File: src/source/video_consts.svh
`ifndef VIDEO_CONSTS_SVH
`define VIDEO_CONSTS_SVH

//////////////////////////////////////////////////
// horizontal timing, in character columns
//////////////////////////////////////////////////

`define H_VISIBLE      80
`define H_SYNC_START   80
`define H_SYNC_END     83
`define H_TOTAL        100

//////////////////////////////////////////////////
// vertical timing, in scanlines
//////////////////////////////////////////////////

`define V_VISIBLE      400
`define V_SYNC_START   400
`define V_SYNC_END     409
`define V_TOTAL        449

// pixels per column word
`define COL_PIXELS     8

// words buffered between fetcher and shifter
`define PIX_FIFO_DEPTH 4

`endif

File: src/source/video_timing.sv
`timescale 1ns/1ns
`include "video_consts.svh"

module video_timing (
   input  logic       pxclk,
   input  logic       rst,
   output logic [2:0] px,
   output logic [6:0] col,
   output logic [8:0] line,
   output logic       visible,
   output logic       hsync_n,
   output logic       vsync_n,
   output logic       vblank,
   output logic       line_req,
   output logic [8:0] next_line
);

   logic px_last;
   logic col_last;
   logic line_last;

   assign px_last   = (px == 3'(`COL_PIXELS - 1));
   assign col_last  = (col == 7'(`H_TOTAL - 1));
   assign line_last = (line == 9'(`V_TOTAL - 1));

   //////////////////////////////////////////////////
   // pixel, column and line counters
   //////////////////////////////////////////////////

   always_ff @(posedge pxclk) begin
      if (rst) begin
         px   <= '0;
         col  <= '0;
         line <= '0;
      end else begin
         px <= px_last ? 3'd0 : px + 1'b1;
         if (px_last) begin
            col <= col_last ? 7'd0 : col + 1'b1;
            // line steps at the end of the last column
            if (col_last) line <= line_last ? 9'd0 : line + 1'b1;
         end
      end
   end

   //////////////////////////////////////////////////
   // sync and blanking decode
   //////////////////////////////////////////////////

   // sync pulses are active low
   assign hsync_n = !(col >= 7'(`H_SYNC_START) && col < 7'(`H_SYNC_END));
   assign vsync_n = !(line >= 9'(`V_SYNC_START) && line < 9'(`V_SYNC_END));
   assign vblank  = (line >= 9'(`V_VISIBLE));
   assign visible = (col < 7'(`H_VISIBLE)) && !vblank;

   // look ahead one line for the fetcher
   assign next_line = line_last ? 9'd0 : line + 1'b1;

   // fires once per line as horizontal blanking starts
   assign line_req = (px == 3'd0) && (col == 7'(`H_SYNC_START)) &&
                     (next_line < 9'(`V_VISIBLE));

endmodule

File: config.mk
export PLATFORM = sky130hd
export DESIGN_NAME = video_timing
export DESIGN_NICKNAME = d
export VERILOG_FILES = /design/src/source/video_timing.sv
export VERILOG_INCLUDE_DIRS = /design/src /design/src/source
export SDC_FILE = /design/constraint.sdc
export NUM_CORES = 1
export LEC_CHECK = 0
export ABC_AREA = 0
export BUFFER_PORTS_ARGS = -buffer_cell sky130_fd_sc_hd__buf_2
export CAP_MARGIN = 30
export CORE_ASPECT_RATIO = 1.75
export CORE_MARGIN = 5
export CORE_UTILIZATION = 45
export CTS_CLUSTER_SIZE = 10
export DETAILED_ROUTE_END_ITERATION = 16
export GPL_ROUTABILITY_DRIVEN = 0
export PLACE_DENSITY = 0.8
export SYNTH_ARGS = -nofsm -noshare
export SYNTH_HDL_FRONTEND = slang
export SYNTH_SLANG_ARGS = --single-unit
File: constraint.sdc
create_clock -name pxclk -period 3.8 [get_ports pxclk]
set_input_delay 0.38 -clock pxclk [delete_from_list [all_inputs] [get_ports pxclk]]
set_output_delay 0.38 -clock pxclk [all_outputs]
set_load 0.01 [all_outputs]
== Word level (Yosys, flattened, before mapping) ==
Cells that the tools add are included.

* Bits in registers: 19
* Input port bits: 2

* Reduce and logical (&&, ||, !) cells: 11
* Order comparisons: 6
* $add $sub $neg: 3
* Muxes and demuxes: 2
* Eq/ne operators: 4

{| class="wikitable"
|+ Operators by type and width
! cell !! number
|-
| < comparator 9 bit (second input constant) || 2
|-
| == test 7 bit (second input constant) || 2
|-
| < comparator 7 bit (second input constant) || 2
|-
| adder 9 x 1 -> 9 bit (second input constant) || 1
|-
| == test 9 bit (second input constant) || 1
|-
| greater-or-equal comparator 9 bit (second input constant) || 1
|-
| two-way mux 9 bit || 1
|-
| adder 7 x 1 -> 7 bit (second input constant) || 1
|-
| greater-or-equal comparator 7 bit (second input constant) || 1
|-
| two-way mux 7 bit || 1
|-
| logical AND 1 bit || 5
|-
| adder 3 x 1 -> 3 bit (second input constant) || 1
|-
| == test 3 bit (second input constant) || 1
|-
| zero test 1 bit || 3
|-
| zero test 3 bit || 1
|-
| AND reduction 2 bit || 1
|-
| OR reduction 2 bit || 1
|}

== Depth between registers and ports, before layout ==
Gate-level depths: netlist (run 1).

* Word-level depth: 4
* Depth in mapped cells: 8
* Gate-level depth less buffers: 6

== Least setup slack after synthesis (run 1) ==
Ideal clock, no wire load.

* Path type: reg2out
* From: register line[0]
* To: output port line_req
* Slack: 1.554 ns
* Required time: 3.420 ns
* Cell stages (with the launch flop): 8
* Path buffers: 1
* Data arrival time: 1.866 ns
* Path through: dfxtp_1 -> clkbuf_1 -> inv_1 -> ha_1 -> nor4b_4 -> nand4_4 -> a311o_1 -> a41oi_1

* Longest elaborated chain between the ends: 4
* Elaborated cells between the ends (all ways): 5

{| class="wikitable"
|+ Ends and longest elaborated chain
! element !! RTL line !! text
|-
| from (decl) || video_timing.sv:9 || <nowiki>output logic [8:0] line,</nowiki>
|-
| from (signal assigned) || video_timing.sv:40 || <nowiki>if (col_last) line <= line_last ? 9'd0 : line + 1'b1;</nowiki>
|-
| adder 9 x 1 -> 9 bit / == test 9 bit (equally long branches) || video_timing.sv:56, video_timing.sv:24 ||
|-
| two-way mux 9 bit * || video_timing.sv:56 || <nowiki>assign next_line = line_last ? 9'd0 : line + 1'b1;</nowiki>
|-
| via next_line[8] || video_timing.sv:15 || <nowiki>output logic [8:0] next_line</nowiki>
|-
| < comparator 9 bit * || video_timing.sv:60 || <nowiki>(next_line < 9'(`V_VISIBLE));</nowiki>
|-
| logical AND 1 bit * || video_timing.sv:59 || <nowiki>assign line_req = (px == 3'd0) && (col == 7'(`H_SYNC_START)) &&</nowiki>
|-
| to (decl) || video_timing.sv:14 || <nowiki>output logic line_req,</nowiki>
|}

Mark *: on every way through the listed nets, which the timed path passes. The rest lies on a longest branch.

== Worst setup path after layout (run 1) ==
* From: register line[0]
* To: output port line_req

* Longest elaborated chain between the ends: 4
* Elaborated cells between the ends (all ways): 5

{| class="wikitable"
|+ Ends and longest elaborated chain
! element !! RTL line
|-
| adder 9 x 1 -> 9 bit / == test 9 bit (equally long branches) || video_timing.sv:56, video_timing.sv:24
|-
| two-way mux 9 bit * || video_timing.sv:56
|-
| < comparator 9 bit * || video_timing.sv:60
|-
| logical AND 1 bit * || video_timing.sv:59
|}

Every way passes the cells marked *; elsewhere a longest branch is shown, timed or not.

==> load_flow_metrics.sql, run 1 <==
INSERT INTO impl_metrics (metric_group, metric, value, unit) VALUES
('yosys', 'synth-edff-count', '0', ''),
('worst_setup_path', 'startpoint_type', 'register', ''),
('place', 'pre_cts_slack', '1.53', 'ns'),
('cells_and_area', 'final_cell_area', '0.00136', 'sq mm'),
('drt', 'dr_total_vias', '1104', ''),
('clocking', 'cts.repair_timing.setup_buffer_count', '0', ''),
('yosys', 'async_flop_share', '0', '%'),
('place', 'placed_cells_incl_taps', '184', ''),
('worst_setup_path', 'critPathKind', 'register to output port', ''),
('worst_setup_path', 'critical_path.slowest_cell', 'sky130_fd_sc_hd__dfxtp_1', ''),
('drt', 'routed_wl_per_cell', '14.8', 'microns'),
('yosys', 'number_of_nets_produced_by_synthesis', '143', ''),
('timing', 'finalSetupViolations', '0', ''),
('min_path', 'worst_hold_path.num_cells', '2', ''),
('yosys', 'ys.warnings.count', '0', ''),
('timing', 'fin_max_slew_vios', '0', ''),
('timing', 'achievable-frequency', '396', 'MHz'),
('global_routing', 'number_of_global_route_vias_before_repair', '1129', ''),
('worst_setup_path', 'worst-r2r-cell-count', '6', ''),
('pwr', 'power_leakage', '0.620', 'nW'),
('die', 'floorplan.core_area', '0.00252', 'sq mm'),
('yosys', 'yosysTopAreaCell', 'sky130_fd_sc_hd__dfxtp_1', ''),
('worst_setup_path', 'critical_path.reg2reg.endpoint', 'line[5]', ''),
('timing', 'fin_crit', '2.53', 'ns'),
('timing', 'slew_headroom', '53.7', '%'),
('outcome', 'status', 'complete, no violations', ''),
('timing', 'rsz0062_at_grt', 'no', ''),
('worst_setup_path', 'worst-r2r-setup-slack', '1.71', 'ns'),
('clocking', 'clock_latency', '0.26', 'ns'),
('timing', 'setup_ws', '1.27', 'ns'),
('pwr', 'max-vdd-ir-drop', '0.241', 'mV'),
('place', 'detailedPlacementHpwl', '2.23', 'mm'),
('worst_setup_path', 'cp_capture_type', 'output port', ''),
('yosys', 'synth.cell_area', '0.00119', 'sq mm'),
('clocking', 'master_cell_of_the_clock_root_buffer', 'sky130_fd_sc_hd__clkbuf_8', ''),
('yosys', 'synth_top_area_share', '32.0', '%'),
('clocking', 'cts_resized', '0', ''),
('die', 'start_util', '47.1', '%'),
('pwr', 'p_per_area', '263', 'mW/mm^2'),
('job', 'drv.max_cap_violation_count', '0', ''),
('worst_setup_path', 'arrival', '2.15', 'ns'),
('drt', 'drt-total-wl', '2.79', 'mm'),
('global_routing', 'grt_antenna_before_repair', '0', ''),
('cells_and_area', 'layout-drive-gt1-share', '30.2', '%'),
('timing', 'timing.hold.ws', '0.374', 'ns'),
('yosys', 'synth.yosys.seq_area_share', '32.0', '%'),
('global_routing', 'globalRouteOverflowTotal', '0', ''),
('yosys', 'yosysMostFrequentCell', 'sky130_fd_sc_hd__dfxtp_1', ''),
('global_routing', 'grt_first_pass_wirelength', '4.87', 'mm'),
('yosys', 'netlist_top_cells_count', 'sky130_fd_sc_hd__dfxtp_1, sky130_fd_sc_hd__nor2_1, sky130_fd_sc_hd__nand2_1, sky130_fd_sc_hd__nand3_1', ''),
('clocking', 'tritoncts', 'done', ''),
('worst_setup_path', 'crit-reg2reg-launch', 'px[0]', ''),
('yosys', 'postSynth.topFlopCell', 'sky130_fd_sc_hd__dfxtp_1', ''),
('worst_setup_path', 'timing.critical_path.required', '3.42', 'ns'),
('clocking', 'clk_pin_slew', '0.07', 'ns'),
('die', 'io_pins', '35', ''),
('drt', 'routedLengthMet1', '1.02', 'mm'),
('drt', 'drt-pass1-iter-count', '4', ''),
('global_routing', 'grt.total_usage', '15.9', '%'),
('clocking', 'cts.path.max_buffers', '2', ''),
('cells_and_area', 'post_layout_nonfiller_instances', '188', ''),
('drt', 'antenna_violating_nets_post_route', '0', ''),
('global_routing', 'grt_max_degree', '13', ''),
('place', 'port_buffers', '34', ''),
('die', 'design.die.area', '0.00381', 'sq mm'),
('min_path', 'hold_end', 'col[1]', ''),
('yosys', 'synth-seq-cells', '19', ''),
('place', 'detailed_place.area', '0.00132', 'sq mm'),
('worst_setup_path', 'critical_path.max_stage_delay', '0.40', 'ns'),
('drt', 'avgViaCountPerCell', '5.87', ''),
('yosys', 'synth_top_cells_by_area', 'sky130_fd_sc_hd__dfxtp_1, sky130_fd_sc_hd__ha_1, sky130_fd_sc_hd__nor2_1', '');
[cell type report]
cell class | count | area (sq um) | share of cell area (%)
multi-input combinational | 99 | 712 | 52.2
clock buffer | 3 | 41.3 | 3.03
sequential | 19 | 380 | 27.9
tap | 26 | 32.5 | 2.39
clock inverter | 1 | 5.00 | 0.367
inverter | 6 | 22.5 | 1.65
timing repair buffer | 34 | 170 | 12.5
[registers in the layout, summed over array words and instances (netlist names)]
register	cells
col	7
px	3
line	9
[worst max-delay path, delay by kind of cell, from the launching register on]
kind | cells | cell delay (ns)
simple gates | 2 | 0.47
buf+inv | 2 | 0.29
fa+ha+maj | 1 | 0.15
flops | 1 | 0.40
compound gates | 2 | 0.58
[power breakdown]
part / switching [mW] / internal [mW] / total (mW)
clock: 0.0663 / 0.0730 / 0.139
combinational: 0.00875 / 0.00627 / 0.0150
sequential: 0.00216 / 0.202 / 0.204
total: 0.0773 / 0.281 / 0.358
[cell usage in the layout, fill, tap and decap left out, drive strengths merged, types with 2 or more instances in the layout]
cell    count
nand4b      3
and2b       2
nand2       8
nand4       5
inv         6
a31oi       6
ha          7
nor3b       3
nor2       17
xor2        4
a22o        3
nor3        3
nor4b       2
buf        34
dfxtp      19
xnor2       7
clkbuf      3
o21ai       3
nand3       8
[layer usage]
layer / track usage (%) / up-vias
li1: - / 530
met1: 15.9 / 507
met2: 26.7 / 51
met3: 3.45 / 16
met4: 14.3 / 0
met5: 0 / -
[how the worst max path moves through the flow]
stage,end,cells after the start,slack [ns]
after detailed placement,line_req,7,1.53
after floorplan,line_req,7,1.55
after global placement,line_req,6,1.63
final,line_req,7,1.27
after global routing,line_req,6,1.09
after CTS,line_req,7,1.25
[cell families after synthesis]
logic type / count (synthesis) / share of synthesized area, %
simple gates: 60 / 31.1
fa+ha+maj: 7 / 7.38
buf+inv: 16 / 8.01
mux: 1 / 0.843
compound gates: 20 / 12.5
flops: 19 / 32.0
xor+xnor: 11 / 8.11
[metrics by stage]
stage          utilization (%)  power [mW]
2_1_floorplan                -       0.217
3_3_place_gp              52.2       0.223
3_5_place_dp              52.2       0.224
4_1_cts                   54.1       0.364
5_1_grt                   54.1       0.377
6_report                  54.1       0.358
Power figures use the tool's default switching activity.
==> run 2, diff against run 1 <==
clock period = 2.33 ns   (was 3.8 ns; I/O delays follow)
==> run 2 against run 1 <==
Effect of this change: wire length up 2.8%; setup slack worse by 1.2 ns; sequential share of layout area down 0.69 points; non-clock buffer count up 5; via count down 1.4%; largest cell class unchanged; largest power group unchanged.
==> load_flow_metrics.sql, run 2 (synthesis results as in run 1) <==
INSERT INTO impl_metrics (metric_group, metric, value, unit) VALUES
('global_routing', 'grt.total_usage', '15.3', '%'),
('worst_setup_path', 'cp_cell_sequence', 'inv_2 > ha_1 > nor4b_4 > nand4_4 > a311o_1 > a41oi_2 > buf_2', ''),
('global_routing', 'grt_antenna_before_repair', '0', ''),
('cells_and_area', 'layout-drive-gt1-share', '35.9', '%'),
('worst_setup_path', 'critical_path.max_stage_delay', '0.42', 'ns'),
('place', 'detailed_place.area', '0.00135', 'sq mm'),
('timing', 'hold_violations', '0', ''),
('worst_setup_path', 'worst_path_dominant_cell_family', 'compound AO/OA/AOI/OAI gates', ''),
('outcome', 'status', 'complete, no violations', ''),
('pwr', 'total_power', '0.583', 'mW'),
('global_routing', 'globalRouteOverflowTotal', '0', ''),
('worst_setup_path', 'startpoint_type', 'register', ''),
('timing', 'timing.hold.ws', '0.234', 'ns'),
('timing', 'min_period_over_period', '96.4', '%'),
('cells_and_area', 'num-nets-final', '177', ''),
('global_routing', 'grt_max_degree', '13', ''),
('worst_setup_path', 'critPathBufInv', '2', ''),
('timing', 'achievable-frequency', '445', 'MHz'),
('die', 'design.die.area', '0.00381', 'sq mm'),
('pwr', 'p_per_area', '411', 'mW/mm^2'),
('timing', 'setup_ws', '0.0845', 'ns'),
('cells_and_area', 'final.fill_count', '246', ''),
('place', 'detailedPlacementHpwl', '2.26', 'mm'),
('worst_setup_path', 'critical_path.reg2reg.endpoint', 'line[8]', ''),
('place', 'placed_cells_incl_taps', '188', ''),
('drt', 'drt_first_iter_violations', '20', ''),
('drt', 'dr_total_vias', '1089', ''),
('timing', 'finalSetupViolations', '0', ''),
('min_path', 'min_from', 'rst', ''),
('die', 'die_w', '48.8', 'microns'),
('cells_and_area', 'ff_latch_area', '387', 'sq um'),
('drt', 'avgViaCountPerCell', '5.64', ''),
('pwr', 'max-vdd-ir-drop', '0.380', 'mV'),
('cells_and_area', 'multi_input_comb_area', '726', 'sq um'),
('cells_and_area', 'largest_registers', 'line: 9 flops, col: 7 flops, px: 3 flops', ''),
('die', 'die_h', '78.0', 'microns'),
('die', 'floorplan.core_area', '0.00252', 'sq mm'),
('clocking', 'clock_latency', '0.26', 'ns'),
('clocking', 'cts_inserted_buffers', '3', ''),
('timing', 'fin_max_slew_vios', '0', ''),
('worst_setup_path', 'critical_path_peak_fanout', '10', ''),
('worst_setup_path', 'crit-reg2reg-launch', 'line[0]', ''),
('die', 'start_util', '47.1', '%'),
('clocking', 'cts_num_sinks', '19', ''),
('cells_and_area', 'areaGrowthSynthToFinish', '19.7', '%'),
('die', 'row_count', '24', ''),
('worst_setup_path', 'arrival', '2.01', 'ns'),
('clocking', 'clk_pin_slew', '0.07', 'ns'),
('worst_setup_path', 'worst-r2r-setup-slack', '0.46', 'ns'),
('drt', 'drc', '0', ''),
('timing', 'clock-skew-final', '0.00204', 'ns'),
('place', 'pre_cts_slack', '0.309', 'ns'),
('worst_setup_path', 'cp_capture_type', 'output port', ''),
('worst_setup_path', 'timing.critical_path.required', '2.10', 'ns'),
('min_path', 'worstHoldPathType', 'input port to register', ''),
('clocking', 'tritoncts', 'done', ''),
('cells_and_area', 'most-common-layout-cells', 'sky130_fd_sc_hd__buf_2, sky130_fd_sc_hd__nor2_1, sky130_fd_sc_hd__dfxtp_1', ''),
('timing', 'slew_headroom', '70.6', '%'),
('min_path', 'worst_hold_path.num_cells', '2', ''),
('drt', 'drt-pass1-iter-count', '4', ''),
('cells_and_area', 'largest_register_ff_count', '9', ''),
('die', 'io_pins', '35', ''),
('clocking', 'htree_num_levels', '1', ''),
('drt', 'routed_wl_per_cell', '14.9', 'microns'),
('clocking', 'master_cell_of_the_clock_root_buffer', 'sky130_fd_sc_hd__clkbuf_8', ''),
('timing', 'worstMarginPinSlew', '0.441', 'ns'),
('job', 'drv.max_cap_violation_count', '0', ''),
('min_path', 'hold_end', 'col[1]', ''),
('worst_setup_path', 'critical_path.slowest_cell', 'sky130_fd_sc_hd__a311o_1', ''),
('cells_and_area', 'post_layout_nonfiller_instances', '193', ''),
('cells_and_area', 'diodes', '0', ''),
('clocking', 'cts.path.max_buffers', '2', ''),
('global_routing', 'number_of_global_route_vias_before_repair', '1087', ''),
('pwr', 'power_leakage', '0.649', 'nW'),
('timing', 'fin_crit', '2.25', 'ns'),
('place', 'port_buffers', '34', ''),
('cells_and_area', 'register_with_the_most_flip_flops', 'line', ''),
('cells_and_area', 'mostFrequentLayoutCell', 'sky130_fd_sc_hd__buf_2', ''),
('global_routing', 'grt_first_pass_wirelength', '4.78', 'mm'),
('worst_setup_path', 'critPathKind', 'register to output port', ''),
('drt', 'antenna_violating_nets_post_route', '0', ''),
('cells_and_area', 'final_cell_area', '0.00142', 'sq mm'),
('worst_setup_path', 'worst-r2r-cell-count', '7', ''),
('drt', 'drt-total-wl', '2.87', 'mm');
## run 2: repair_timing
action                     CTS  global route
setup buffers                0             1
setup endpoints to repair    0             2
gates resized for setup      0             7
hold buffers                 0             0
## run 2: worst max path at each step
stage                       start        to  slack (ns)  cells after the start
final                     line[0]  line_req        0.08                      7
after global routing      line[0]  line_req      -0.004                      7
after CTS                 line[0]  line_req        0.01                      6
after detailed placement  line[0]  line_req        0.31                      6
after global placement    line[1]  line_req        0.38                      6
after floorplan           line[0]  line_req        0.23                      7
## run 2: where the power goes
group / switching, mW / internal, mW
combinational: 0.0146 / 0.0103
sequential: 0.00353 / 0.328
clock: 0.108 / 0.119
total: 0.126 / 0.457
## run 2: worst reg2reg max path, cell delays in order, from the launching register on
cell and delay [ns]:
sky130_fd_sc_hd__dfxtp_4 0.38, sky130_fd_sc_hd__inv_2 0.07, sky130_fd_sc_hd__ha_1 0.16, sky130_fd_sc_hd__nor4b_4 0.27, sky130_fd_sc_hd__nand4_4 0.14, sky130_fd_sc_hd__a311o_1 0.42
sky130_fd_sc_hd__buf_4 0.15, sky130_fd_sc_hd__a22o_1 0.18
## run 2: cell type report
class                   count  area share [%]
clock inverters             1           0.352
flip-flops and latches     19            27.2
inverters                   6            1.58
well taps                  26            2.29
multi-input cells          99            51.1
repair buffers             39            14.6
clock buffers               3            2.90
## run 2: stage by stage
stage	TNS [ns]	utilization, %
3_3_place_gp	0	53.4
2_1_floorplan	0	-
5_1_grt	-0.00433	56.3
4_1_cts	0	55.3
6_report	0	56.3
3_5_place_dp	0	53.4
## run 2: routing by layer
| layer | vias up | GRT usage [%] | part of all wire, % |
|---|---|---|---|
| met1 | 507 | 14.9 | 40 |
| met2 | 34 | 28.3 | 53 |
| li1 | 542 | - | - |
| met4 | 0 | 7.82 | 2.2 |
| met5 | - | 0 | 0 |
| met3 | 6 | 4.21 | 4.7 |
==> run 3, diff against run 2 <==
CAP_MARGIN = 20   (was 30)
CORE_MARGIN = 1   (was 5)
CORE_UTILIZATION = 50   (was 45)
PLACE_DENSITY = 0.87   (was 0.8)
==> run 3 against run 2 <==
Effect of this change: via count rose by 3.9%; setup slack got worse by 0.0082 ns; global-route usage rose by 9.1 points; total power shrank 0.15%.
==> load_flow_metrics.sql, run 3 (synthesis results as in run 1) <==
INSERT INTO impl_metrics (metric_group, metric, value, unit) VALUES
('timing', 'clock-skew-final', '0.00388', 'ns'),
('cells_and_area', 'areaGrowthSynthToFinish', '19.4', '%'),
('clocking', 'cts_hold_repair.buffers', '0', ''),
('drt', 'antenna_violating_nets_post_route', '0', ''),
('drt', 'dr_total_vias', '1132', ''),
('drt', 'drt_first_iter_violations', '51', ''),
('clocking', 'cts_num_sinks', '19', ''),
('drt', 'drt-total-wl', '2.88', 'mm'),
('timing', 'hold_violations', '0', ''),
('timing', 'slew_headroom', '70.4', '%'),
('place', 'port_buffers', '34', ''),
('cells_and_area', 'final_cell_area', '0.00142', 'sq mm'),
('pwr', 'p_per_area', '411', 'mW/mm^2'),
('die', 'design.die.area', '0.00258', 'sq mm'),
('cells_and_area', 'largest_registers', 'line: 9 flops, col: 7 flops, px: 3 flops', ''),
('global_routing', 'grt_first_pass_wirelength', '4.60', 'mm'),
('timing', 'rsz0062_at_grt', 'no', ''),
('job', 'drv.max_cap_violation_count', '0', ''),
('outcome', 'status', 'complete, no violations', ''),
('clocking', 'clock_latency', '0.25', 'ns'),
('pwr', 'share_comb_of_total_power', '4.2', '%'),
('clocking', 'master_cell_of_the_clock_root_buffer', 'sky130_fd_sc_hd__clkbuf_8', ''),
('drt', 'avgViaCountPerCell', '5.90', ''),
('timing', 'fin_crit', '2.25', 'ns'),
('clocking', 'tritoncts', 'done', ''),
('die', 'floorplan.core_area', '0.00227', 'sq mm'),
('global_routing', 'grt.total_usage', '24.4', '%'),
('clocking', 'cts_inserted_buffers', '3', ''),
('worst_setup_path', 'timing.critical_path.required', '2.10', 'ns'),
('pwr', 'clock_power_share', '38.7', '%'),
('worst_setup_path', 'arrival', '2.02', 'ns'),
('cells_and_area', 'most-common-layout-cells', 'sky130_fd_sc_hd__buf_2, sky130_fd_sc_hd__nor2_1, sky130_fd_sc_hd__dfxtp_1', ''),
('clocking', 'htree_num_levels', '1', ''),
('timing', 'min_period_over_period', '96.7', '%'),
('pwr', 'power_leakage', '0.647', 'nW'),
('cells_and_area', 'mostFrequentLayoutCell', 'sky130_fd_sc_hd__buf_2', ''),
('clocking', 'clk_pin_slew', '0.07', 'ns'),
('timing', 'fin_max_slew_vios', '0', ''),
('cells_and_area', 'diodes', '0', ''),
('timing', 'fin_setup_tns', '0', 'ns'),
('pwr', 'switchingPower', '0.125', 'mW'),
('global_routing', 'number_of_global_route_vias_before_repair', '1036', ''),
('pwr', 'power.share.switching', '21.4', '%'),
('die', 'die_w', '38.8', 'microns'),
('worst_setup_path', 'critPathKind', 'register to output port', ''),
('place', 'detailedPlacementHpwl', '2.21', 'mm'),
('global_routing', 'grt_antenna_before_repair', '0', ''),
('min_path', 'worstHoldPathType', 'input port to register', ''),
('pwr', 'max-vdd-ir-drop', '0.459', 'mV'),
('cells_and_area', 'register_with_the_most_flip_flops', 'line', ''),
('timing', 'achievable-frequency', '444', 'MHz'),
('die', 'die_h', '66.5', 'microns'),
('pwr', 'intPower', '0.458', 'mW'),
('timing', 'worstMarginPinSlew', '0.443', 'ns'),
('cells_and_area', 'largest_register_ff_count', '9', ''),
('cells_and_area', 'final.fill_count', '203', ''),
('drt', 'routed_wl_per_cell', '15.0', 'microns'),
('die', 'row_count', '23', ''),
('pwr', 'seqPwrFrac', '57.1', '%'),
('cells_and_area', 'num-nets-final', '177', ''),
('clocking', 'cts.path.max_buffers', '2', ''),
('global_routing', 'globalRouteOverflowTotal', '0', ''),
('worst_setup_path', 'cp_capture_type', 'output port', ''),
('worst_setup_path', 'critical_path_peak_fanout', '10', ''),
('drt', 'drt-pass1-iter-count', '4', ''),
('die', 'start_util', '52.2', '%'),
('worst_setup_path', 'startpoint_type', 'register', ''),
('drt', 'drc', '0', ''),
('timing', 'finalSetupViolations', '0', ''),
('place', 'detailed_place.area', '0.00135', 'sq mm'),
('die', 'io_pins', '35', ''),
('cells_and_area', 'layout-drive-gt1-share', '35.9', '%'),
('global_routing', 'grt_max_degree', '13', '');
==> run 3: routing by layer <==
metal	part of all wire [%]	global-route usage, %	vias to the layer above
met2	59	48.8	45
met5	0	0	-
li1	-	-	536
met3	4.1	2.33	2
met4	0.59	6.90	0
met1	36	24.0	549
==> run 3: layout make-up <==
cell class / count / area (sq um) / area share (%)
repair buffers: 39 / 208 / 14.7
well taps: 25 / 31.3 / 2.21
clock inverters: 1 / 5.00 / 0.353
inverters: 6 / 22.5 / 1.59
multi-input cells: 99 / 726 / 51.2
clock buffers: 3 / 41.3 / 2.91
flip-flops and latches: 19 / 384 / 27.1
==> run 3: final timing paths <==
| kind | cells past startpoint | slack (ns) | startpoint | endpoint |
|---|---|---|---|---|
| worst min-delay path | 2 | 0.24 | rst | px[1] |
| worst min register to register | 1 | 0.49 | px[0] | px[0] |
| worst max-delay path | 7 | 0.08 | line[0] | line_req |
| worst max register to register | 6 | 0.56 | line[0] | line[8] |
==> run 3: power groups by stage <==
stage               clock network, mW  logic (mW)  registers [mW]
floorplan                           0      0.0121           0.342
global placement                    0      0.0240           0.340
detailed placement                  0      0.0247           0.340
CTS                             0.230      0.0247           0.333
global route                    0.245      0.0280           0.334
finish                          0.226      0.0244           0.333
==> run 3: per-stage QoR <==
stage / total power [mW] / hold WS [ns] / worst slack, ns / util [%] / std cells
6_report: 0.583 / 0.245 / 0.0763 / 62.4 / 192
5_1_grt: 0.607 / 0.258 / 0.00918 / 62.4 / 192
4_1_cts: 0.587 / 0.246 / 0.00474 / 61.3 / 191
3_5_place_dp: 0.365 / 0.482 / 0.290 / 59.2 / 187
3_3_place_gp: 0.364 / 0.461 / 0.385 / 59.2 / 187
2_1_floorplan: 0.354 / 0.304 / 0.231 / - / 134
==> run 3: critical path: stages, from the launching register on <==
cell and delay, ns:
sky130_fd_sc_hd__dfxtp_2 0.38, sky130_fd_sc_hd__inv_2 0.09, sky130_fd_sc_hd__ha_1 0.16, sky130_fd_sc_hd__nor4b_4 0.26, sky130_fd_sc_hd__nand4_4 0.13, sky130_fd_sc_hd__a311o_1 0.42, sky130_fd_sc_hd__a41oi_2 0.18, sky130_fd_sc_hd__buf_2 0.15
==> run 3: timing repair <==
item | in CTS | in global routing
endpoints found under the setup margin | 0 | 1
setup buffers | 0 | 1
resized for setup | 0 | 6
