==> src/source/video_consts.svh <==
`ifndef VIDEO_CONSTS_SVH
`define VIDEO_CONSTS_SVH

//////////////////////////////////////////////////
// horizontal timing, in character columns
//////////////////////////////////////////////////

`define H_VISIBLE      80
`define H_SYNC_START   80
`define H_SYNC_END     83
`define H_TOTAL        100

//////////////////////////////////////////////////
// vertical timing, in scanlines
//////////////////////////////////////////////////

`define V_VISIBLE      400
`define V_SYNC_START   400
`define V_SYNC_END     409
`define V_TOTAL        449

// pixels per column word
`define COL_PIXELS     8

// words buffered between fetcher and shifter
`define PIX_FIFO_DEPTH 4

`endif

==> src/source/video_pkg.sv <==
package video_pkg;

   // cpu i/o register map
   typedef enum logic [2:0] {
      SAR  = 3'd0,
      MR   = 3'd1,
      VAR  = 3'd2,
      VDR  = 3'd3,
      STAT = 3'd4,
      PAL  = 3'd5
   } reg_addr_e;

   // one column of 8 pixels, 2 bits each, first pixel in 15:14
   typedef logic [15:0] pix_word_t;

   typedef logic [15:0] vram_addr_t;

   // palette entry, red in the top bits
   typedef struct packed {
      logic [2:0] r;
      logic [2:0] g;
      logic [2:0] b;
   } color_t;

endpackage

==> src/source/line_fetch.sv <==
`timescale 1ns/1ns
`include "video_consts.svh"

module line_fetch (
   input  logic                  pxclk,
   input  logic                  rst,
   input  logic                  line_req,
   input  logic [8:0]            next_line,
   input  video_pkg::vram_addr_t sar,
   input  logic [1:0]            row_shift,
   input  logic                  fetch_gnt,
   input  logic                  credit_return,
   output logic                  fetch_req,
   output video_pkg::vram_addr_t fetch_addr
);

   localparam int CRED_W = $clog2(`PIX_FIFO_DEPTH + 1);

   logic [CRED_W-1:0]     credits;
   logic [6:0]            words_left;
   logic [8:0]            mem_line;
   video_pkg::vram_addr_t line_base;

   // row repeat, 2**row_shift scanlines per memory line
   always_comb begin
      mem_line  = next_line >> row_shift;
      line_base = sar + video_pkg::vram_addr_t'(mem_line * `H_VISIBLE);
   end

   // only ask while the fifo has a guaranteed slot
   assign fetch_req = (words_left != 7'd0) && (credits != '0);

   //////////////////////////////////////////////////
   // burst address and credit counter
   //////////////////////////////////////////////////

   always_ff @(posedge pxclk) begin
      if (rst) begin
         credits    <= CRED_W'(`PIX_FIFO_DEPTH);
         words_left <= '0;
         fetch_addr <= '0;
      end else begin
         if (line_req) begin
            fetch_addr <= line_base;
            words_left <= 7'(`H_VISIBLE);
         end else if (fetch_gnt) begin
            fetch_addr <= fetch_addr + 1'b1;
            words_left <= words_left - 1'b1;
         end
         // grant takes one, pop gives one back
         credits <= credits - CRED_W'(fetch_gnt) + CRED_W'(credit_return);
      end
   end

   a_credit_bound: assert property (@(posedge pxclk) disable iff (rst)
      credits <= CRED_W'(`PIX_FIFO_DEPTH))
      else $error("credit count above fifo depth");

endmodule

==> config.mk <==
export PLATFORM = sky130hd
export DESIGN_NAME = line_fetch
export DESIGN_NICKNAME = d
export VERILOG_FILES = /design/src/source/video_pkg.sv /design/src/source/line_fetch.sv
export VERILOG_INCLUDE_DIRS = /design/src /design/src/source
export SDC_FILE = /design/constraint.sdc
export NUM_CORES = 1
export LEC_CHECK = 0
export BUFFER_PORTS_ARGS = -buffer_cell sky130_fd_sc_hd__buf_2
export CORE_ASPECT_RATIO = 0.9
export CORE_MARGIN = 2
export CORE_UTILIZATION = 52
export DETAILED_ROUTE_END_ITERATION = 10
export GPL_TIMING_DRIVEN = 0
export PLACE_DENSITY = 0.78
export SLEW_MARGIN = 20
export SYNTH_ARGS = -nofsm -noshare
export SYNTH_HDL_FRONTEND = slang
export SYNTH_SLANG_ARGS = --single-unit
==> constraint.sdc <==
create_clock -name pxclk -period 5.39 [get_ports pxclk]
set_input_delay 0.539 -clock pxclk [delete_from_list [all_inputs] [get_ports pxclk]]
set_output_delay 0.539 -clock pxclk [all_outputs]
set_load 0.005 [all_outputs]
# After elaboration in Yosys (flattened, before gate mapping)
# Cells that the tools add are included.
classes:
  n_reduce_logical: 5
  shifts: 1
  multipliers: 1
  n_mux: 4
  addsub: 5
ops:
  columns: ["cell", "n"]
  rows:
  - ["$mux 16", 2]
  - ["$add 16x1->16 const B", 1]
  - ["$add 16x16->16", 1]
  - ["$mux 7", 2]
  - ["$mul 9x3->12 const B", 1]
  - ["$shr 9x2->9", 1]
  - ["$reduce_bool 7->1", 1]
  - ["$sub 7x1->7 const B", 1]
  - ["$add 3x1->3", 1]
  - ["$reduce_bool 3->1", 1]
  - ["$sub 3x1->3", 1]
  - ["$reduce_bool 2->1", 1]
  - ["$reduce_or 2->1", 1]
  - ["$logic_and 1x1->1", 1]
word_totals:
  in_bits: 32
  reg_bits: 26
  elab_cells: 20

# Longest topological paths before layout
# Gate-level depths: netlist of run 1.
depth:
  ltp_word: 4
  depth_mapped: 20
  mapped_depth_nobuf: 19

# Least setup slack after synthesis of run 1
# No wires, ideal clock.
synth_path:
  path_kind: "input to register"
  from: "in row_shift[1]"
  to: "reg fetch_addr[15]"
  path_buffers: 1
  setup_slack_ns: 1.402
  t_required_ns: 5.254
  arrival_time_ns: 3.852
  stages: 18
  path_cell_list: "buf_6 > mux2_2 > o21ai_0 > inv_1 > ha_1 > ha_1 > a21o_1 > a21oi_1 > nor2b_1 > o21a_1 > nor2_1 > xnor2_1 > ha_1 > a21oi_1 > o21ai_0 > o41ai_1 > xor2_1 > a211oi_2"
synth_between:
  elab_chain_len: 4
synth_rtl:
  columns: ["item", "line", "text"]
  rows:
  - ["from (decl)", "line_fetch.sv:10", "input logic [1:0] row_shift,"]
  - ["$shr 9x2->9", "line_fetch.sv:26", "mem_line = next_line >> row_shift;"]
  - ["$mul 9x3->12 (no source line)", null, null]
  - ["$add 16x16->16", "line_fetch.sv:27", "line_base = sar + video_pkg::vram_addr_t'(mem_line * `H_VISIBLE);"]
  - ["$mux 16", "line_fetch.sv:43", "if (line_req) begin"]
  - ["to (signal assigned)", "line_fetch.sv:44", "fetch_addr <= line_base;"]
  - ["to (signal assigned)", "line_fetch.sv:47", "fetch_addr <= fetch_addr + 1'b1;"]
  - ["to (decl)", "line_fetch.sv:14", "output video_pkg::vram_addr_t fetch_addr"]
# No other way between the ends.
# A chain may end at the register's enable or synchronous reset.

# Final worst setup path of run 1
layout_path:
  from: "in row_shift[0]"
  to: "reg fetch_addr[15]"
# The elaborated chain is that of the path after synthesis.

==> results of run 1 <==
## kinds of logic (layout without fill, tap and decap cells)
family / Yosys count / after routing
AOI/OAI and AO/OA: 50 / 50
muxes: 13 / 13
xor gates and xnor gates: 37 / 37
adders and majority gates: 34 / 34
buffers and inverters: 26 / 76
and+or+nand+nor: 104 / 104
DFF: 26 / 26
## cell usage after synthesis (3+ instances only)
library cell / number
sky130_fd_sc_hd__a211oi_1: 7
sky130_fd_sc_hd__a21o_1: 5
sky130_fd_sc_hd__a21oi_1: 17
sky130_fd_sc_hd__and3_1: 3
sky130_fd_sc_hd__buf_1: 3
sky130_fd_sc_hd__clkbuf_1: 5
sky130_fd_sc_hd__dfxtp_1: 26
sky130_fd_sc_hd__fa_1: 3
sky130_fd_sc_hd__ha_1: 31
sky130_fd_sc_hd__inv_1: 16
sky130_fd_sc_hd__mux2i_1: 12
sky130_fd_sc_hd__nand2_1: 15
sky130_fd_sc_hd__nand3_1: 10
sky130_fd_sc_hd__nand4_1: 4
sky130_fd_sc_hd__nor2_1: 44
sky130_fd_sc_hd__nor2b_1: 4
sky130_fd_sc_hd__nor3_1: 9
sky130_fd_sc_hd__nor4_1: 3
sky130_fd_sc_hd__o21ai_0: 7
sky130_fd_sc_hd__xnor2_1: 18
sky130_fd_sc_hd__xor2_1: 19
## sequential cells by signal (all words and copies together), names as in the netlist
register and cells:
words_left 7, fetch_addr 16, credits 3
## worst max path at each step
| stage | from | endpoint | slack (ps) | cells after the start |
|---|---|---|---|---|
| final | row_shift[0] | fetch_addr[15] | 1260 | 20 |
| after global routing | row_shift[0] | fetch_addr[15] | 900 | 17 |
| after CTS | row_shift[0] | fetch_addr[15] | 1260 | 19 |
| after detailed placement | row_shift[1] | fetch_addr[15] | 970 | 18 |
| after global placement | row_shift[1] | fetch_addr[15] | 1110 | 18 |
| after floorplan | row_shift[1] | fetch_addr[15] | 1400 | 18 |
## cells in the final DEF (no fill, tap or decap), types with 2 or more instances in the layout
master / Yosys / final
sky130_fd_sc_hd__nand3_1: 10 / 10
sky130_fd_sc_hd__buf_2: 0 / 46
sky130_fd_sc_hd__o211ai_1: 2 / 2
sky130_fd_sc_hd__buf_1: 3 / 3
sky130_fd_sc_hd__a21boi_0: 2 / 2
sky130_fd_sc_hd__nor3_1: 9 / 9
sky130_fd_sc_hd__a21oi_1: 17 / 17
sky130_fd_sc_hd__xor2_1: 19 / 19
sky130_fd_sc_hd__inv_1: 16 / 16
sky130_fd_sc_hd__ha_1: 31 / 31
sky130_fd_sc_hd__o41ai_1: 2 / 2
sky130_fd_sc_hd__a211oi_1: 7 / 7
sky130_fd_sc_hd__and3_1: 3 / 3
sky130_fd_sc_hd__nand2b_1: 2 / 2
sky130_fd_sc_hd__mux2i_1: 12 / 12
sky130_fd_sc_hd__clkbuf_8: 0 / 3
sky130_fd_sc_hd__a21o_1: 5 / 5
sky130_fd_sc_hd__nand2_1: 15 / 15
sky130_fd_sc_hd__nor2_1: 44 / 44
sky130_fd_sc_hd__nor4_1: 3 / 3
sky130_fd_sc_hd__dfxtp_1: 26 / 26
sky130_fd_sc_hd__nand4_1: 4 / 4
sky130_fd_sc_hd__fa_1: 3 / 3
sky130_fd_sc_hd__clkbuf_1: 5 / 5
sky130_fd_sc_hd__xnor2_1: 18 / 18
sky130_fd_sc_hd__o21ai_0: 7 / 7
sky130_fd_sc_hd__nor2b_1: 4 / 4
## layout make-up
cell class	count	area, um^2	area share [%]
multi-input cells	238	1750	63.4
inverters	16	60.1	2.18
repair buffers	46	230	8.34
well taps	62	77.6	2.81
clock inverters	1	30.0	1.09
clock buffers	3	41.3	1.50
plain buffers	10	48.8	1.77
flip-flops and latches	26	520	18.9
## where the power goes
group          total (W)  internal [W]  switching, W  leakage (nW)
sequential      0.000255      0.000223     0.0000320         0.216
combinational   0.000406      0.000191      0.000214          1.02
clock           0.000163     0.0000994     0.0000635        0.0357
total           0.000824      0.000514      0.000310          1.27
## routing by layer
metal | up-vias | track usage, %
li1 | 1126 | -
met1 | 988 | 30.1
met2 | 46 | 34.1
met3 | 2 | 3.24
met4 | 0 | 1.54
met5 | - | 0
## critical path, delay by kind of cell
kind            cells  cell delay (ps)
xor+xnor            2              260
simple gates        5              600
buf+inv             3              700
fa+ha+maj           3              830
compound gates      7             1400
## per-stage QoR
step / util (%) / cells
after global placement: 60.6 / 398
after global routing: 62.3 / 402
after detailed placement: 60.6 / 398
final: 62.3 / 402
after floorplan: - / 290
after CTS: 62.3 / 402
==> metrics.md, run 1 <==
| Metric | Value |
|---|---|
| Class of the tightest hold or removal check | `input pin to register` |
| Status | `finished, final reports clean` |
| Primary FF master, synth | `sky130_fd_sc_hd__dfxtp_1` |
| Die extent in y | `68.2 um` |
| Post-Synth XOR/XNOR Area | `a little over an eighth` |
| Buffer depth of the longest clock path | `2` |
| Sequential-to-total area share from yosys stat | `between 20% and 30%` |
| Largest stage delay on the critical path | `430 ps` |
| First-pass GRT wire length | `8540 um` |
| Avg Inst Size Synth | `about 8.2 um^2` |
| Critical register-to-register path endpoint | `fetch_addr[12]` |
| Post-Syn Instances | `a little under 300` |
| Setup slack of the critical path after layout | `roughly 1300 ps` |
| CP Data Required Time | `approximately 5600 ps` |
| Max layer used | `met4` |
| Number of DRC violations after detailed-routing iteration 0 | `100` |
| Clock latency reported for the late side of the worst-skew pair | `approximately 270 ps` |
| Root cell of the clock tree | `sky130_fd_sc_hd__clkbuf_8` |
| Synth Register Bits | `26` |
| Number of buffers created by CTS | `3` |
| Post-placement worst setup slack | `around 970 ps` |
| Synthesized-area fraction occupied by and/or/nand/nor cells | `between 20 and 25%` |
| Endpoints failing hold | `0` |
| Met3 Wirelength | `between 200 and 250 um` |
| Number of fillers in the final layout | `between 400 and 500` |
| Met2 wire len | `about 2400 um` |
| Min-Delay Endpoint | `fetch_addr[1]` |
| Hold depth | `3` |
| Dominant combinational cell family by area after synthesis | `simple AND/OR/NAND/NOR gates` |
| # H-tree levels | `1` |
| WL per Instance | `~13 um` |
| Clock transition at the registers of the reported paths | `around 100 ps` |
| Via count | `2162` |
| Count of unique library cells instantiated by Yosys | `46` |
| HPWL after detailed placement | `about 4100 um` |
| Number of max-cap violations | `0` |
| CTS sink cnt | `26` |
| Multiplexer share of the synthesized area | `5.52%` |
| Initial core utilization | `a little over half` |
| Worst max-slew margin expressed relative to the limit | `between 60% and 70%` |
| Synth warnings | `0` |
| Synthesized netlist net count | `between 300 and 400` |
| Std cell rows | `23` |
| Weighted congestion reported at the end of routability-driven placement | `roughly 0.85` |
| Peak clock frequency supported by timing | `242 MHz` |
| Final Critical Period | `4130 ps` |
| Pwr/cell area | `between 200 and 300 nW/um^2` |
| GRT Util Overall | `around a fifth` |
| Slew at the pin closest to its max-slew limit | `~590 ps` |
| Overflow left after global routing | `0` |
| Tot Pwr | `between 0.0008 and 0.0009 W` |
| Number of global-route vias before repair | `between 1500 and 2000` |
| Critical path start-end classification | `input pin to register` |
| Worst Path Max Fanout | `10` |
| DRT Pass-1 Iters | `5` |
| Antenna Nets Post-Route | `0` |
| Critical Path Source Type | `input pin` |
| Worst r2r src | `fetch_addr[0]` |
| Top cells by area, synth | `sky130_fd_sc_hd__dfxtp_1 (22%), sky130_fd_sc_hd__ha_1 (16%), sky130_fd_sc_hd__xor2_1 (7.0%)` |
| Area of the mapped netlist | `approximately 2400 um^2` |
| Number of antenna violations at the first check in global routing | `0` |
| Placed instance area | `2690 um^2` |
| Synth async-reset ratio | `0%` |
| Cts repair resizes | `0` |
| Data arrival at the endpoint of the critical path | `4330 ps` |
| Top cell by count, worst path | `sky130_fd_sc_hd__ha_1` |
| Startpoint of the lowest-slack hold path | `sar[1]` |
| Share of the synthesized area in the top cell type | `between 20 and 25%` |
| Detailed-route vias per instance | `around 5.4` |
| Antenna diode count | `0` |
| Library cell contributing the largest single delay on the critical path | `sky130_fd_sc_hd__buf_1` |
| Maximum number of pins on one net before global-route repair | `16` |
| FF-to-FF path depth | `7` |
| M1 wire length | `between 2000 and 2500 um` |
| Worst ir drop on vdd | `around 0.16 mV` |
| Total setup violations reported at the end of the flow | `0` |
| Share of the clock period used by the worst path | `76.7%` |
| Port-buffer cells | `46` |
| Final nets | `~410` |
| Post-CTS setup-driven buffer insertion count | `0` |
| Full die area | `5130 um^2` |
| RSZ-0062 raised after global routing | `no` |
| Share of the synthesized area in compound gates (AO/OA/AOI/OAI) | `roughly 14%` |
| Library cell occupying the most area in the post-synthesis netlist | `sky130_fd_sc_hd__dfxtp_1` |
| Die X | `between 70 and 80 um` |
| Cell Chain, Critical Path | `buf_2 -> buf_1 -> nand2_1 -> o21ai_0 -> inv_1 -> ha_1 -> ha_1 -> a21o_1 -> a21oi_1 -> nor2b_1 -> o21a_1 -> nor2_1 -> xnor2_1 -> ha_1 -> and3_1 -> nand2_1 -> a21oi_1 -> o41ai_1 -> xor2_1 -> a211oi_2` |
| Standard cell core area | `4430 um^2` |
| TritonCTS clock tree | `built` |
| Reg2reg setup slack | `between 3000 and 4000 ps` |
| Residual DRC count | `0` |
| Final Routed Wirelength | `5110 um` |
| Proportion of layout cells with a drive suffix above 1 | `between 10% and 20%` |
| Number of enable-type register cells in the synthesized netlist | `0` |
| Min Hold Slack | `a little under 500 ps` |
| Accumulated negative setup slack | `0 ps` |
| Synth-to-layout area growth | `15.9%` |
| Worst Setup End Kind | `register` |
| Adder-cell share of the synthesized area | `a little under a fifth` |
| # hold bufs at CTS | `0` |
| Layout Skew | `about 6.1 ps` |
| Design area | `about 2800 um^2` |
| Number of ports placed on the die boundary | `roughly 50` |
| LEAKAGE | `between 1 and 1.5 nW` |
| Final max-slew violation count | `0` |
(Power assumes the default switching activity.)
==> inputs of run 2 (changes only) <==
--- a/config.mk
+++ b/config.mk
@@ -9,10 +9,10 @@
 export BUFFER_PORTS_ARGS = -buffer_cell sky130_fd_sc_hd__buf_2
 export CORE_ASPECT_RATIO = 0.9
 export CORE_MARGIN = 2
-export CORE_UTILIZATION = 52
+export CORE_UTILIZATION = 50
 export DETAILED_ROUTE_END_ITERATION = 10
 export GPL_TIMING_DRIVEN = 0
-export PLACE_DENSITY = 0.78
+export PLACE_DENSITY = 0.79
 export SLEW_MARGIN = 20
 export SYNTH_ARGS = -nofsm -noshare
 export SYNTH_HDL_FRONTEND = slang
==> constraint.sdc (replaced) <==
create_clock -name pxclk -period 3.8 [get_ports pxclk]
set_input_delay 0.38 -clock pxclk [delete_from_list [all_inputs] [get_ports pxclk]]
set_output_delay 0.38 -clock pxclk [all_outputs]
set_load 0.005 [all_outputs]
==> run 2 against run 1 <==
Global-route usage shrank 1.6 points. Sequential share of layout area shrank 0.28 points. Clock power shrank 6%. Via count is the same. Worst setup slack lost 1100 ps. Combinational power grew 52%. Hold slack lost 160 ps. Cell area grew 1.5%. Wire length grew 2.2%. Flip-flop and latch count is the same. Non-clock buffer count grew 4. Total power grew 38%. Largest cell class unchanged.
==> metrics.md, run 2 (synthesized netlist as in run 1, its figures left out) <==
| Metric | Value |
|---|---|
| Status | `finished, final reports clean` |
| Worst r2r src | `fetch_addr[0]` |
| Min Hold Slack | `335 ps` |
| Number of fillers in the final layout | `between 400 and 500` |
| Largest register FFs | `16` |
| Buffer depth of the longest clock path | `2` |
| Share of the clock period used by the worst path | `between 90% and 100%` |
| DRT Pass-1 Iters | `6` |
| Cell Chain, Critical Path | `buf_6 -> mux2_2 -> o21ai_2 -> inv_1 -> ha_1 -> ha_1 -> a21o_1 -> a21oi_2 -> nor2b_1 -> o21a_1 -> nor2_1 -> xnor2_1 -> ha_1 -> and3_4 -> nand2_1 -> a21oi_2 -> o41ai_2 -> xor2_1 -> a211oi_2` |
| Critical Path End | `fetch_addr[15]` |
| GRT Util Overall | `between 15 and 20%` |
| Antenna Nets Post-Route | `0` |
| WL per Instance | `between 10 and 15 um` |
| Antenna diode count | `0` |
| Post-placement worst setup slack | `-380 ps` |
| HPWL after detailed placement | `approximately 4200 um` |
| Library cell contributing the largest single delay on the critical path | `sky130_fd_sc_hd__mux2_2` |
| Number of antenna violations at the first check in global routing | `0` |
| Final Routed Wirelength | `about 5200 um` |
| Proportion of layout cells with a drive suffix above 1 | `between 20% and 30%` |
| Die extent in y | `just under 70 um` |
| Final Critical Period | `~3600 ps` |
| Number of ports placed on the die boundary | `49` |
| First-pass GRT wire length | `approximately 9000 um` |
| Synth-to-layout area growth | `17.7%` |
| Number of DRC violations after detailed-routing iteration 0 | `97` |
| Data arrival at the endpoint of the critical path | `3750 ps` |
| Top cell by count, worst path | `sky130_fd_sc_hd__ha_1` |
| Root cell of the clock tree | `sky130_fd_sc_hd__clkbuf_8` |
| Worst Path Max Fanout | `10` |
| Clock transition at the registers of the reported paths | `90 ps` |
| Maximum number of pins on one net before global-route repair | `14` |
| LEAKAGE | `roughly 1.3 nW` |
| Pwr/cell area | `about 400 nW/um^2` |
| Most common library cell in the layout ignoring fill and taps | `sky130_fd_sc_hd__buf_2` |
| Worst setup path startpoint | `row_shift[1]` |
| FF-to-FF path depth | `7` |
| Critical register-to-register path endpoint | `fetch_addr[12]` |
| # H-tree levels | `1` |
| Port-buffer cells | `between 40 and 50` |
| Total setup violations reported at the end of the flow | `0` |
| Setup slack of the critical path after layout | `between 150 and 200 ps` |
| Final max-slew violation count | `0` |
| TritonCTS clock tree | `built` |
| Overflow left after global routing | `0` |
| Weighted congestion reported at the end of routability-driven placement | `about 0.8` |
| Std cell rows | `23` |
| Final nets | `slightly above 400` |
| Largest stage delay on the critical path | `between 300 and 400 ps` |
| Die X | `around 77 um` |
| Accumulated negative setup slack | `0 ps` |
| Peak clock frequency supported by timing | `276 MHz` |
| Class of the tightest hold or removal check | `input pin to register` |
| Buf+Inv Stages, Crit Path | `2` |
| Reg2reg setup slack | `roughly 1800 ps` |
| Full die area | `5330 um^2` |
| CTS sink cnt | `26` |
| Worst ir drop on vdd | `between 0.2 and 0.25 mV` |
| Initial core utilization | `a little over half` |
| Number of global-route vias before repair | `2001` |
| Standard cell core area | `between 4000 and 5000 um^2` |
| Number of cells on the critical path | `19` |
| Top delay family on crit path | `compound AO/OA/AOI/OAI gates` |
| Residual DRC count | `0` |
| Endpoints failing hold | `0` |
| Critical Path Source Type | `input pin` |
| Critical path start-end classification | `input pin to register` |
| Number of max-cap violations | `0` |
| Worst Setup End Kind | `register` |
| Number of buffers created by CTS | `3` |
| Slew at the pin closest to its max-slew limit | `~620 ps` |
| Detailed-route vias per instance | `5.34` |
| Worst max-slew margin expressed relative to the limit | `about three fifths` |
| Via count | `between 2000 and 2500` |
| CP Data Required Time | `between 3000 and 4000 ps` |
| Layout Skew | `roughly 5.1 ps` |
| Register with the highest flop count | `fetch_addr` |
| Registers with the most flip-flops | `fetch_addr: 16 flops, words_left: 7 flops, credits: 3 flops` |
| Highest-count cells in the layout ignoring fill and taps | `sky130_fd_sc_hd__buf_2 (46), sky130_fd_sc_hd__nor2_1 (44), sky130_fd_sc_hd__ha_1 (31)` |
| Clock latency reported for the late side of the worst-skew pair | `between 200 and 300 ps` |
[run 2: changes by cell type in the layout (fill, tap and decap cells not counted), sizes merged]
cell    previous run  this run
buf               51        55
bufinv             1         0
[run 2: worst min path at each step]
stage / start / endpoint / slack [ps] / cells after the start
after CTS: sar[3] / fetch_addr[3] / 340 / 3
after floorplan: words_left[1] / words_left[1] / 470 / 2
after global placement: words_left[1] / words_left[1] / 490 / 2
final: sar[3] / fetch_addr[3] / 340 / 3
after global routing: sar[3] / fetch_addr[3] / 350 / 3
after detailed placement: words_left[1] / words_left[1] / 500 / 2
[run 2: power breakdown]
group	total [W]	internal (W)	leakage, nW	switching [W]
combinational	0.000618	0.000298	1.04	0.000320
clock	0.000154	0.0000710	0.0216	0.0000833
sequential	0.000362	0.000316	0.216	0.0000452
[run 2: layout make-up]
| class | instances | area [um^2] | area share, % |
|---|---|---|---|
| multi-input combinational | 238 | 1790 | 63.9 |
| sequential | 26 | 520 | 18.6 |
| timing repair buffer | 50 | 260 | 9.29 |
| tap | 62 | 77.6 | 2.77 |
| inverter | 16 | 60.1 | 2.14 |
| buffer | 10 | 52.6 | 1.88 |
| clock buffer | 3 | 41.3 | 1.47 |
[run 2: worst min-delay path: cells and delay by family]
family          cells  cell delay [ps]
compound gates      1               50
buf+inv             1               70
simple gates        1               70
[run 2: what timing repair did]
action | in CTS | in global routing
setup endpoints to repair | 3 | 3
pin swaps | 1 | 6
cloned | 0 | 0
buffers inserted | 0 | 4
hold buffers | 0 | 0
gates resized for setup | 4 | 8
[run 2: stage by stage]
stage | instances | util (%) | power [W] | instance area (um^2)
5_1_grt | 405 | 62.0 | 0.00124 | 2800
4_1_cts | 401 | 60.8 | 0.00110 | 2750
6_report | 405 | 62.0 | 0.00113 | 2800
3_3_place_gp | 398 | 59.5 | 0.000924 | 2690
2_1_floorplan | 290 | - | 0.000801 | 2380
3_5_place_dp | 398 | 59.5 | 0.000944 | 2690
[run 2: routing by layer]
metal / vias to the layer above / GRT usage [%] / routed length [um]
met2: 43 / 31.1 / 2400
met3: 2 / 2.73 / 314
met5: - / 0 / 0
met1: 981 / 27.9 / 2490
li1: 1136 / - / -
met4: 0 / 2.42 / 19
==> inputs of run 3 (changes only) <==
--- a/config.mk
+++ b/config.mk
@@ -9,10 +9,10 @@
 export BUFFER_PORTS_ARGS = -buffer_cell sky130_fd_sc_hd__buf_2
 export CORE_ASPECT_RATIO = 0.9
 export CORE_MARGIN = 2
-export CORE_UTILIZATION = 50
+export CORE_UTILIZATION = 30
 export DETAILED_ROUTE_END_ITERATION = 10
 export GPL_TIMING_DRIVEN = 0
-export PLACE_DENSITY = 0.79
+export PLACE_DENSITY = 0.53
 export SLEW_MARGIN = 20
 export SYNTH_ARGS = -nofsm -noshare
 export SYNTH_HDL_FRONTEND = slang
==> run 3 against run 2 <==
Count of clock-buffer cells in the layout did not move. Register-to-register slack better by 90 ps. Via count fell by 3.0%.
==> metrics.md, run 3 (synthesized netlist as in run 1, its figures left out) <==
| Metric | Value |
|---|---|
| Number of global-route vias before repair | `a little over 2000` |
| Via count | `2098` |
| Die extent in y | `a little under 90 um` |
| Most common library cell in the layout ignoring fill and taps | `sky130_fd_sc_hd__buf_2` |
| TritonCTS clock tree | `built` |
| Layout Skew | `2.13 ps` |
| Highest-count cells in the layout ignoring fill and taps | `sky130_fd_sc_hd__buf_2 (46), sky130_fd_sc_hd__nor2_1 (43), sky130_fd_sc_hd__ha_1 (29)` |
| Port-buffer cells | `between 40 and 50` |
| Endpoints failing hold | `0` |
| Peak clock frequency supported by timing | `between 200 and 300 MHz` |
| Final Critical Period | `3620 ps` |
| Library cell contributing the largest single delay on the critical path | `sky130_fd_sc_hd__ha_1` |
| Worst max-slew margin expressed relative to the limit | `between 60% and 70%` |
| Final max-slew violation count | `0` |
| Residual DRC count | `0` |
| Slew at the pin closest to its max-slew limit | `around 540 ps` |
| Design area | `about 2900 um^2` |
| CTS sink cnt | `26` |
| Pwr/cell area | `roughly 400 nW/um^2` |
| Min Hold Slack | `around 340 ps` |
| Register with the highest flop count | `fetch_addr` |
| Placed instance area | `~2700 um^2` |
| Root cell of the clock tree | `sky130_fd_sc_hd__clkbuf_8` |
| Standard cell core area | `7620 um^2` |
| # H-tree levels | `1` |
| Largest register FFs | `16` |
| Synth-to-layout area growth | `21.4%` |
| Worst Path Max Fanout | `10` |
| Worst Setup End Kind | `register` |
| Clock transition at the registers of the reported paths | `approximately 90 ps` |
| Die X | `slightly below 100 um` |
| Number of max-cap violations | `0` |
| Final nets | `411` |
| Cell Chain, Critical Path | `buf_8 -> mux2i_1 -> mux2i_2 -> ha_1 -> ha_1 -> a21o_1 -> a21oi_2 -> nor2b_1 -> o21a_1 -> nor2_2 -> xnor2_1 -> ha_1 -> and3_4 -> nand2_1 -> a21oi_2 -> o41ai_2 -> xor2_1 -> a211oi_2` |
| Final Routed Wirelength | `roughly 5400 um` |
| Overflow left after global routing | `0` |
| Clock latency reported for the late side of the worst-skew pair | `between 200 and 300 ps` |
| DRT Pass-1 Iters | `4` |
| CP Data Required Time | `just under 4000 ps` |
| Maximum number of pins on one net before global-route repair | `14` |
| Full die area | `~8700 um^2` |
| Tot Pwr | `about 0.0011 W` |
| Top cell by count, worst path | `sky130_fd_sc_hd__ha_1` |
| Proportion of layout cells with a drive suffix above 1 | `between 20% and 30%` |
| Critical Path Source Type | `input pin` |
| Class of the tightest hold or removal check | `input pin to register` |
| Critical path start-end classification | `input pin to register` |
| First-pass GRT wire length | `9100 um` |
| Registers with the most flip-flops | `fetch_addr: 16 flops, words_left: 7 flops, credits: 3 flops` |
| Std cell rows | `30` |
| Number of fillers in the final layout | `815` |
| GRT Util Overall | `12.6%` |
| Largest stage delay on the critical path | `around 350 ps` |
| Number of ports placed on the die boundary | `49` |
| Worst ir drop on vdd | `0.155 mV` |
| Data arrival at the endpoint of the critical path | `3760 ps` |
| Weighted congestion reported at the end of routability-driven placement | `between 0.8 and 0.9` |
| Number of DRC violations after detailed-routing iteration 0 | `56` |
| Antenna Nets Post-Route | `0` |
| Initial core utilization | `roughly 31%` |
| Status | `finished, final reports clean` |
| LEAKAGE | `between 1 and 1.5 nW` |
| Detailed-route vias per instance | `4.78` |
| # hold bufs at CTS | `0` |
| Total setup violations reported at the end of the flow | `0` |
| Share of the clock period used by the worst path | `a little over nine tenths` |
| Buffer depth of the longest clock path | `2` |
| Number of antenna violations at the first check in global routing | `0` |
| WL per Instance | `between 10 and 15 um` |
| HPWL after detailed placement | `about 4400 um` |
| Antenna diode count | `0` |
| Number of buffers created by CTS | `3` |
==> run 3: cell counts in the layout (fill, tap and decap cells not counted) <==
Identical to the previous run, type by type.
==> run 3: path summary, 6_finish.rpt <==
check | cells after the start | from | endpoint | slack, ps
worst max-delay path | 18 | row_shift[1] | fetch_addr[15] | 180
worst min-delay path | 3 | sar[1] | fetch_addr[1] | 340
worst max register to register | 7 | fetch_addr[0] | fetch_addr[14] | 1920
worst min register to register | 2 | credits[2] | credits[2] | 520
==> run 3: critical path: cells and delay by family <==
kind	cells	cell delay, ps
AND/OR/NAND/NOR	4	430
multiplexers	2	470
buffers and inverters	1	130
AO/OA/AOI/OAI	6	1020
XOR/XNOR	2	380
adder cells (fa/ha/maj)	3	950
==> run 3: metrics by stage <==
step                      utilization (%)  setup slack, ps  setup TNS (ps)  std cells
after floorplan                         -             60.4               0        290
after global placement               35.8             -394            -971        432
after detailed placement             35.8             -447           -1100        432
after CTS                            36.5             48.8               0        435
after global routing                 37.9            -33.3           -33.3        439
final                                37.9              180               0        439
==> run 3: power by group <==
group | internal [W] | total, W | switching [W]
combinational | 0.000304 | 0.000624 | 0.000320
sequential | 0.000316 | 0.000363 | 0.0000465
clock | 0.0000710 | 0.000155 | 0.0000843
==> run 3: cell type report <==
class	count	area (um^2)	area share, %
flip-flops and latches	26	520	18.0
well taps	96	120	4.16
repair buffers	50	260	9.01
clock buffers	3	41.3	1.43
plain buffers	10	60.1	2.08
inverters	16	60.1	2.08
multi-input cells	238	1830	63.2
==> run 3: per-layer routing <==
layer	up-vias	share of wire [%]	GRT usage (%)
met5	-	0	0
met4	0	0.35	2.27
met3	2	3.1	1.74
met2	28	46	22.4
li1	1126	-	-
met1	942	51	16.6
==> run 3: repair_timing <==
action                                  in CTS  in global routing
endpoints found under the setup margin       3                  3
gates cloned                                 0                  0
buffers inserted                             0                  4
resized for setup                            3                 20
pin swaps                                    0                  6
